## src/hw/ing_adapt_cfg.svh

```systemverilog
/* Ingress adapter configuration */

`ifndef ING_ADAPT_CFG_SVH
`define ING_ADAPT_CFG_SVH

// Number of physical ingress ports
`define ING_NUM_PORTS   2

// Beat and bus widths in bytes
`define ING_PHYS_BYTES  2
`define ING_BUS_BYTES   8

// Per-port buffer depth in bus words, power of two
`define ING_BUF_DEPTH   16

// Downstream credits after reset
`define ING_CREDITS     4

`define ING_CNT_WIDTH   32

`endif

```

## src/hw/ing_adapt_pkg.sv

```systemverilog
/* Ingress adapter types */

`include "ing_adapt_cfg.svh"

package ing_adapt_pkg;

    // Physical beat and converged bus words
    typedef logic [`ING_PHYS_BYTES*8-1:0] phys_data_t;
    typedef logic [`ING_PHYS_BYTES-1:0]   phys_keep_t;
    typedef logic [`ING_BUS_BYTES*8-1:0]  bus_data_t;
    typedef logic [`ING_BUS_BYTES-1:0]    bus_keep_t;

    // Buffer pointer carries one wrap bit above the address
    typedef logic [$clog2(`ING_BUF_DEPTH):0] buf_ptr_t;
    typedef logic [$clog2(`ING_CREDITS):0]   credit_t;
    typedef logic [`ING_CNT_WIDTH-1:0]       cnt_t;

    typedef enum logic [1:0] {GATE_IDLE, GATE_PASS, GATE_DROP} gate_state_t;

endpackage

```

## src/hw/ing_width_upconv.sv

```systemverilog
/* Beat to bus word packer */

`timescale 1ns/1ps
`include "ing_adapt_cfg.svh"

module ing_width_upconv
    import ing_adapt_pkg::*;
(
    input  logic       ing_phys_ports,
    input  logic       reset,
    input  logic       in_valid,
    input  phys_data_t in_data,
    input  phys_keep_t in_keep,
    input  logic       in_last,
    output logic       word_valid,
    output bus_data_t  word_data,
    output bus_keep_t  word_keep,
    output logic       word_last
);

    localparam int BEATS     = `ING_BUS_BYTES / `ING_PHYS_BYTES;
    localparam int BEAT_W    = `ING_PHYS_BYTES * 8;
    localparam int IDX_W     = $clog2(BEATS);

    logic [IDX_W-1:0] beat_idx;
    bus_data_t        acc_data;
    bus_keep_t        acc_keep;
    bus_data_t        merged_data;
    bus_keep_t        merged_keep;
    logic             word_end;

    // Current beat dropped into its slot on top of what is collected so far
    always_comb begin
        merged_data = acc_data;
        merged_keep = acc_keep;
        merged_data[beat_idx*BEAT_W +: BEAT_W] = in_data;
        merged_keep[beat_idx*`ING_PHYS_BYTES +: `ING_PHYS_BYTES] = in_keep;
    end

    assign word_end = in_last || (beat_idx == IDX_W'(BEATS - 1));

    always_ff @(posedge ing_phys_ports) begin
        if (reset) begin
            beat_idx   <= '0;
            acc_keep   <= '0;
            word_valid <= 1'b0;
        end else begin
            word_valid <= 1'b0;
            if (in_valid) begin
                if (word_end) begin
                    word_valid <= 1'b1;
                    beat_idx   <= '0;
                    acc_keep   <= '0;
                end else begin
                    beat_idx <= beat_idx + 1'b1;
                    acc_keep <= merged_keep;
                end
            end
        end
    end

    // Word payload, qualified by word_valid
    always_ff @(posedge ing_phys_ports) begin
        if (in_valid) begin
            acc_data <= merged_data;
            if (word_end) begin
                word_data <= merged_data;
                word_keep <= merged_keep;
                word_last <= in_last;
            end
        end
    end

endmodule

```

## src/hw/ing_port_gate.sv

```systemverilog
/* Frame-aware port gate */

`timescale 1ns/1ps

module ing_port_gate
    import ing_adapt_pkg::*;
(
    input  logic      ing_phys_ports,
    input  logic      reset,
    input  logic      enable,
    input  logic      in_valid,
    input  bus_data_t in_data,
    input  bus_keep_t in_keep,
    input  logic      in_last,
    output logic      out_valid,
    output bus_data_t out_data,
    output bus_keep_t out_keep,
    output logic      out_last,
    output logic      connected,
    output logic      frame_gated
);

    gate_state_t state;
    gate_state_t state_next;
    logic        pass;

    // Decision taken on the first word, held until last
    assign pass = (state == GATE_PASS) || ((state == GATE_IDLE) && enable);

    assign out_valid   = in_valid && pass;
    assign out_data    = in_data;
    assign out_keep    = in_keep;
    assign out_last    = in_last;
    assign frame_gated = in_valid && in_last && !pass;
    assign connected   = enable && (state != GATE_DROP);

    always_comb begin
        state_next = state;
        if (in_valid) begin
            if (in_last) begin
                state_next = GATE_IDLE;
            end else if (state == GATE_IDLE) begin
                state_next = enable ? GATE_PASS : GATE_DROP;
            end
        end
    end

    always_ff @(posedge ing_phys_ports) begin
        if (reset) begin
            state <= GATE_IDLE;
        end else begin
            state <= state_next;
        end
    end

endmodule

```

## src/hw/ing_frame_buf.sv

```systemverilog
/* Per-port frame buffer */

`timescale 1ns/1ps
`include "ing_adapt_cfg.svh"

module ing_frame_buf
    import ing_adapt_pkg::*;
(
    input  logic      ing_phys_ports,
    input  logic      reset,
    input  logic      wr_valid,
    input  bus_data_t wr_data,
    input  bus_keep_t wr_keep,
    input  logic      wr_last,
    input  logic      rd_pop,
    output logic      rd_valid,
    output bus_data_t rd_data,
    output bus_keep_t rd_keep,
    output logic      rd_last,
    output logic      buf_full_drop
);

    localparam int ADDR_W = $clog2(`ING_BUF_DEPTH);

    bus_data_t mem_data [`ING_BUF_DEPTH];
    bus_keep_t mem_keep [`ING_BUF_DEPTH];
    logic      mem_last [`ING_BUF_DEPTH];

    buf_ptr_t  wr_ptr;
    buf_ptr_t  commit_ptr;
    buf_ptr_t  rd_ptr;
    logic      discard;
    logic      full;
    logic      wr_take;

    ////////////////////////////////////////////////////////////////////////////
    // Write side

    // Uncommitted words also take room
    assign full = (wr_ptr[ADDR_W] != rd_ptr[ADDR_W]) &&
                  (wr_ptr[ADDR_W-1:0] == rd_ptr[ADDR_W-1:0]);

    assign wr_take = wr_valid && !discard && !full;

    // Overflowed frame reported on its last word
    assign buf_full_drop = wr_valid && wr_last && (discard || full);

    always_ff @(posedge ing_phys_ports) begin
        if (reset) begin
            wr_ptr     <= '0;
            commit_ptr <= '0;
            discard    <= 1'b0;
        end else if (wr_valid) begin
            if (discard) begin
                if (wr_last) begin
                    discard <= 1'b0;
                end
            end else if (full) begin
                // Roll back the partial frame
                wr_ptr  <= commit_ptr;
                discard <= !wr_last;
            end else begin
                wr_ptr <= wr_ptr + 1'b1;
                if (wr_last) begin
                    commit_ptr <= wr_ptr + 1'b1;
                end
            end
        end
    end

    always_ff @(posedge ing_phys_ports) begin
        if (wr_take) begin
            mem_data[wr_ptr[ADDR_W-1:0]] <= wr_data;
            mem_keep[wr_ptr[ADDR_W-1:0]] <= wr_keep;
            mem_last[wr_ptr[ADDR_W-1:0]] <= wr_last;
        end
    end

    ////////////////////////////////////////////////////////////////////////////
    // Read side, committed words only

    assign rd_valid = (rd_ptr != commit_ptr);
    assign rd_data  = mem_data[rd_ptr[ADDR_W-1:0]];
    assign rd_keep  = mem_keep[rd_ptr[ADDR_W-1:0]];
    assign rd_last  = mem_last[rd_ptr[ADDR_W-1:0]];

    always_ff @(posedge ing_phys_ports) begin
        if (reset) begin
            rd_ptr <= '0;
        end else if (rd_valid && rd_pop) begin
            rd_ptr <= rd_ptr + 1'b1;
        end
    end

endmodule

```

## src/hw/ing_credit_tx.sv

```systemverilog
/* Credit-based output stage */

`timescale 1ns/1ps
`include "ing_adapt_cfg.svh"

module ing_credit_tx
    import ing_adapt_pkg::*;
(
    input  logic      ing_phys_ports,
    input  logic      reset,
    input  logic      credit_return,
    input  logic      rd_valid,
    input  bus_data_t rd_data,
    input  bus_keep_t rd_keep,
    input  logic      rd_last,
    output logic      rd_pop,
    output logic      out_valid,
    output bus_data_t out_data,
    output bus_keep_t out_keep,
    output logic      out_last
);

    credit_t credits;
    logic    take;

    // Output register drains every cycle, so only credits limit the pop
    assign rd_pop = (credits != '0);
    assign take   = rd_pop && rd_valid;

    // Credit is spent at the pop, the word leaves on the next cycle
    always_ff @(posedge ing_phys_ports) begin
        if (reset) begin
            credits   <= credit_t'(`ING_CREDITS);
            out_valid <= 1'b0;
        end else begin
            credits   <= credits - credit_t'(take) + credit_t'(credit_return);
            out_valid <= take;
        end
    end

    always_ff @(posedge ing_phys_ports) begin
        if (take) begin
            out_data <= rd_data;
            out_keep <= rd_keep;
            out_last <= rd_last;
        end
    end

endmodule

```

## src/hw/ing_port_counters.sv

```systemverilog
/* Per-port ingress counters */

`timescale 1ns/1ps
`include "ing_adapt_cfg.svh"

module ing_port_counters
    import ing_adapt_pkg::*;
(
    input  logic      ing_phys_ports,
    input  logic      reset,
    input  logic      clear,
    input  logic      word_valid,
    input  bus_keep_t word_keep,
    input  logic      word_last,
    input  logic      frame_gated,
    input  logic      buf_full_drop,
    output cnt_t      rx_frames,
    output cnt_t      rx_bytes,
    output cnt_t      gated_frames,
    output cnt_t      overflow_frames
);

    // Number of valid bytes in a word
    function automatic cnt_t keep_bytes(input bus_keep_t keep);
        cnt_t n;
        n = '0;
        for (int i = 0; i < `ING_BUS_BYTES; i++) begin
            n = n + cnt_t'(keep[i]);
        end
        return n;
    endfunction

    always_ff @(posedge ing_phys_ports) begin
        if (reset || clear) begin
            rx_frames       <= '0;
            rx_bytes        <= '0;
            gated_frames    <= '0;
            overflow_frames <= '0;
        end else begin
            if (word_valid) begin
                rx_bytes <= rx_bytes + keep_bytes(word_keep);
                if (word_last) begin
                    rx_frames <= rx_frames + 1'b1;
                end
            end
            if (frame_gated) begin
                gated_frames <= gated_frames + 1'b1;
            end
            if (buf_full_drop) begin
                overflow_frames <= overflow_frames + 1'b1;
            end
        end
    end

endmodule

```

## src/hw/ing_port_array_adapt.sv

```systemverilog
/* Ingress port array adapter */

`timescale 1ns/1ps
`include "ing_adapt_cfg.svh"

module ing_port_array_adapt
    import ing_adapt_pkg::*;
(
    input  logic                      ing_phys_ports,
    input  logic                      reset,
    // Physical ingress beats
    input  logic [`ING_NUM_PORTS-1:0] in_valid,
    input  phys_data_t                in_data [`ING_NUM_PORTS-1:0],
    input  phys_keep_t                in_keep [`ING_NUM_PORTS-1:0],
    input  logic [`ING_NUM_PORTS-1:0] in_last,
    // Control
    input  logic [`ING_NUM_PORTS-1:0] ing_phys_ports_enable,
    input  logic [`ING_NUM_PORTS-1:0] ing_cnts_clear,
    input  logic [`ING_NUM_PORTS-1:0] credit_return,
    // Converged bus words
    output logic [`ING_NUM_PORTS-1:0] out_valid,
    output bus_data_t                 out_data [`ING_NUM_PORTS-1:0],
    output bus_keep_t                 out_keep [`ING_NUM_PORTS-1:0],
    output logic [`ING_NUM_PORTS-1:0] out_last,
    // Status
    output logic [`ING_NUM_PORTS-1:0] ing_ports_connected,
    output logic [`ING_NUM_PORTS-1:0] ing_buf_full_drop,
    output cnt_t                      ing_cnts_rx_frames [`ING_NUM_PORTS-1:0],
    output cnt_t                      ing_cnts_rx_bytes  [`ING_NUM_PORTS-1:0],
    output cnt_t                      ing_cnts_gated     [`ING_NUM_PORTS-1:0],
    output cnt_t                      ing_cnts_overflow  [`ING_NUM_PORTS-1:0]
);

    for (genvar p = 0; p < `ING_NUM_PORTS; p++) begin : lane_g

        logic      word_valid, word_last;
        bus_data_t word_data;
        bus_keep_t word_keep;
        logic      gated_valid, gated_last, frame_gated;
        bus_data_t gated_data;
        bus_keep_t gated_keep;
        logic      rd_valid, rd_last, rd_pop;
        bus_data_t rd_data;
        bus_keep_t rd_keep;

        ing_width_upconv upconv (
            .ing_phys_ports, .reset,
            .in_valid (in_valid[p]), .in_data (in_data[p]),
            .in_keep (in_keep[p]), .in_last (in_last[p]),
            .word_valid, .word_data, .word_keep, .word_last
        );

        // Counters watch the stream ahead of the gate
        ing_port_counters counters (
            .ing_phys_ports, .reset, .clear (ing_cnts_clear[p]),
            .word_valid, .word_keep, .word_last, .frame_gated,
            .buf_full_drop (ing_buf_full_drop[p]),
            .rx_frames (ing_cnts_rx_frames[p]), .rx_bytes (ing_cnts_rx_bytes[p]),
            .gated_frames (ing_cnts_gated[p]), .overflow_frames (ing_cnts_overflow[p])
        );

        ing_port_gate gate (
            .ing_phys_ports, .reset, .enable (ing_phys_ports_enable[p]),
            .in_valid (word_valid), .in_data (word_data),
            .in_keep (word_keep), .in_last (word_last),
            .out_valid (gated_valid), .out_data (gated_data),
            .out_keep (gated_keep), .out_last (gated_last),
            .connected (ing_ports_connected[p]), .frame_gated
        );

        ing_frame_buf frame_buf (
            .ing_phys_ports, .reset,
            .wr_valid (gated_valid), .wr_data (gated_data),
            .wr_keep (gated_keep), .wr_last (gated_last),
            .rd_pop, .rd_valid, .rd_data, .rd_keep, .rd_last,
            .buf_full_drop (ing_buf_full_drop[p])
        );

        ing_credit_tx credit_tx (
            .ing_phys_ports, .reset, .credit_return (credit_return[p]),
            .rd_valid, .rd_data, .rd_keep, .rd_last, .rd_pop,
            .out_valid (out_valid[p]), .out_data (out_data[p]),
            .out_keep (out_keep[p]), .out_last (out_last[p])
        );

    end

endmodule

```

## config.mk

```make
export PLATFORM = sky130hd
export DESIGN_NAME = ing_port_array_adapt
export DESIGN_NICKNAME = d
export VERILOG_FILES = /design/src/hw/ing_adapt_pkg.sv /design/src/hw/ing_width_upconv.sv /design/src/hw/ing_port_gate.sv /design/src/hw/ing_frame_buf.sv /design/src/hw/ing_credit_tx.sv /design/src/hw/ing_port_counters.sv /design/src/hw/ing_port_array_adapt.sv
export VERILOG_INCLUDE_DIRS = /design/src /design/src/hw
export SDC_FILE = /design/constraint.sdc
export NUM_CORES = 2
export LEC_CHECK = 0
export ABC_CLOCK_PERIOD_IN_PS = 11900
export BUFFER_PORTS_ARGS = -buffer_cell sky130_fd_sc_hd__buf_2
export CORE_ASPECT_RATIO = 0.6
export CORE_UTILIZATION = 40
export CTS_CLUSTER_DIAMETER = 120
export DETAILED_ROUTE_END_ITERATION = 10
export MAX_ROUTING_LAYER = met4
export SYNTH_ARGS = -nofsm -noshare
export SYNTH_HDL_FRONTEND = slang
export SYNTH_HIERARCHICAL = 1
export SYNTH_SLANG_ARGS = --single-unit
```

## constraint.sdc

```tcl
create_clock -name ing_phys_ports -period 11.9 [get_ports ing_phys_ports]
set_input_delay 0 -clock ing_phys_ports [delete_from_list [all_inputs] [get_ports ing_phys_ports]]
set_output_delay 0 -clock ing_phys_ports [all_outputs]
set_load 0.01 [all_outputs]
```

==> metrics.yaml <==
floorplanning:
  dieHeight_um: 424
  die_area_um2: 300000
  ioPinCount: 456
  rows: 154
  core_um2: 295000
  fp.dieW_um: 706
  initial_utilization: 0.404
setup_path:
  start_kind: "flop"
  crit_chain: "buf_4 -> nor3b_1 -> nor2b_1 -> o211ai_1 -> nor3_2 -> buf_4 -> buf_4"
  crit_buf_inv: 3
  max_stage_delay_ps: 770
  cp_slowest_cell: "buf_4"
  critPathRequiredTime_ps: 12370
  path_class: "reg -> reg"
  endpoint_kind: "flop"
  cp.arrival_ps: 5400
  worst_path_most_repeated_cell: "buf_4"
  crit_family: "simple AND/OR/NAND/NOR gates"
  crit_fanout: 39
logic_synthesis:
  synth_warnings: 6
  synth-seq-cells: 3086
  netlist_area_um2: 119000
  synth_edf_count: 2756
  syn_nets: 5942
  synth_cells: 5838
  synthArstFlopShare: 0
  synth_seq_area_share: 0.751
  synth_cell_type_count: 78
  ys.flop_type: "edfxtp_1"
  avgSynthCellArea_um2: 20.4
cts:
  cts.clk_slew.worst_paths_ps: 70
  clk_latency_ps: 890
  cts_tree: "done"
  cts_root_buf: "clkbuf_16"
  cts_max_level: 5
  cts_buffer_depth: 4
  clock-sinks: 3086
  numCtsBuffers: 294
  cts_setup_buffers: 0
final_layout:
  fill_cells: 24500
  final_common_cell: "edfxtp_1"
  final_util: 0.458
  drive_above_1_share: 0.273
  design_area_um2: 135000
  layout_common_cells: "2,756 x edfxtp_1, 730 x mux4_2, 453 x buf_2"
  area_growth_pct: 13.4
  nNetsFinal: 6453
run_status:
  status: "finished clean"
timing:
  rsz0062_at_grt: "false"
  tightestPinTransition_ps: 1300
  max-slew-margin-rel: 0.132
  clock_skew_ps: 78.5
  max_freq_ghz: 0.203
  slew_violations: 0
  setup_viol: 0
  fin_crit_sh: 0.415
  period_minus_slack_ps: 4930
  holdWs_ps: 105
  tns_ps: 0
  hold_viol: 0
global_route:
  grt_pass1_vias: 59300
  grt_max_degree: 135
  grt_pass1_wl_mm: 426
  track_usage: 0.199
  antenna_found_initial: 12
  globalRouteOverflowTotal: 0
placement:
  port_buffers: 455
  place_area_um2: 125000
  place_congestion: 0.849
  place_hpwl_mm: 169
drt:
  drcViolationCount: 0
  drt_iter0_drc: 6937
  final_antenna_net_count: 0
  wl_per_cell_um: 28.2
  vias: 60100
  wl_mm: 295
  viasPerCell: 5.74
  dr.pass1.iters: 5
power:
  power_density_nw_per_um2: 191
  p_leak_nw: 42.6
  ir_drop_v: 0.000164
flow_run:
  drv_cap: 0
hold_path:
  hold_path_class: "in -> reg"
[metal layers]
layer / GRT usage / up-vias / share of wire
met3: 0.0389 / 348 / 0.090
met1: 0.316 / 32400 / 0.48
met4: 0.0375 / 0 / 0.016
met2: 0.265 / 2687 / 0.42
li1: - / 24700 / -
met5: - / - / 0
[report_power, final]
group / switching [mW] / internal, mW
sequential: 0.354 / 12.2
clock: 4.05 / 5.31
combinational: 1.90 / 1.88
[registers in the layout (all words and copies together) (netlist names), 4 cells and up, named ones only]
signal / flops
lane_g.credit_tx/credits: 6
lane_g.frame_buf/mem_keep: 256
lane_g.upconv/acc_keep: 16
lane_g.upconv/beat_idx: 4
lane_g.upconv/acc_data: 128
lane_g.credit_tx/out_keep: 16
lane_g.gate/state: 4
lane_g.upconv/word_keep: 16
lane_g.counters/gated_frames: 64
lane_g.frame_buf/mem_data: 2048
lane_g.upconv/word_data: 128
lane_g.counters/rx_frames: 64
lane_g.counters/overflow_frames: 64
lane_g.credit_tx/out_data: 128
lane_g.frame_buf/mem_last: 32
lane_g.counters/rx_bytes: 64
lane_g.frame_buf/commit_ptr: 10
lane_g.frame_buf/wr_ptr: 10
lane_g.frame_buf/rd_ptr: 10
[synthesized netlist by cell type (all sizes together) (49+ instances only)]
library cell / count / share of area
xnor2: 84 / 0.0062
inv: 72 / 0.0023
nand4: 96 / 0.0052
a21oi: 49 / 0.0021
clkbuf: 134 / 0.0042
buf: 271 / 0.017
mux4: 730 / 0.14
dfxtp: 330 / 0.056
nor2: 296 / 0.0094
nand2: 109 / 0.0034
a22o: 136 / 0.010
edfxtp: 2756 / 0.70
xor2: 148 / 0.011
nand3: 98 / 0.0042
[final timing paths]
check	slack [ps]	cells past startpoint	to	start
max	6970	7	lane_g[0].frame_buf/mem_data[0][39]$_DFFE_PP_	lane_g[0].upconv/word_valid$_SDFF_PP0_
min	110	4	lane_g[1].gate/state[1]$_SDFFE_PP0P_	ing_phys_ports_enable[1]
max reg2reg	6970	7	lane_g[0].frame_buf/mem_data[0][39]$_DFFE_PP_	lane_g[0].upconv/word_valid$_SDFF_PP0_
min reg2reg	470	1	lane_g[1].upconv/acc_keep[7]$_SDFFE_PP0P_	lane_g[1].upconv/acc_keep[7]$_SDFFE_PP0P_
[area by class of cell]
type	instances	area (um^2)	area share
flip-flops and latches	3086	89400	0.663
multi-input cells	2269	27100	0.201
clock buffers	376	8060	0.0597
well taps	3900	4880	0.0362
repair buffers	620	3800	0.0281
clock inverters	149	1430	0.0106
inverters	78	293	0.00217
diodes	1	2.50	0.0000185
[stage by stage]
step | cells | total power, mW | setup WS [ps]
6_report | 10500 | 25.7 | 6970
5_1_grt | 10500 | 26.6 | 6560
4_1_cts | 10500 | 26.1 | 6890
3_5_place_dp | 9893 | 16.7 | 6940
3_3_place_gp | 9893 | 16.7 | 7050
2_1_floorplan | 5838 | 15.5 | 4790
[cells by family (layout without fill, tap and decap cells)]
group,Yosys count,after routing,synth area share
AO/OA/AOI/OAI,335,335,0.0210
flip-flops,3086,3086,0.751
XOR/XNOR,234,234,0.0175
multiplexers,761,761,0.141
adder cells (fa/ha/maj),56,56,0.00665
other,0,1,0
buffers and inverters,483,1223,0.0233
AND/OR/NAND/NOR,883,883,0.0392
[what timing repair did]
| action | in CTS | in global routing |
|---|---|---|
| hold buffers | 60 | 0 |
| resized for setup | 0 | 0 |
| endpoints found under the hold margin | 456 | 0 |
[tightest hold or removal path, delay by kind of cell]
family          cells  cell delay, ps
simple gates        1              50
compound gates      1             150
buf+inv             2             680
(Power assumes the default switching activity.)
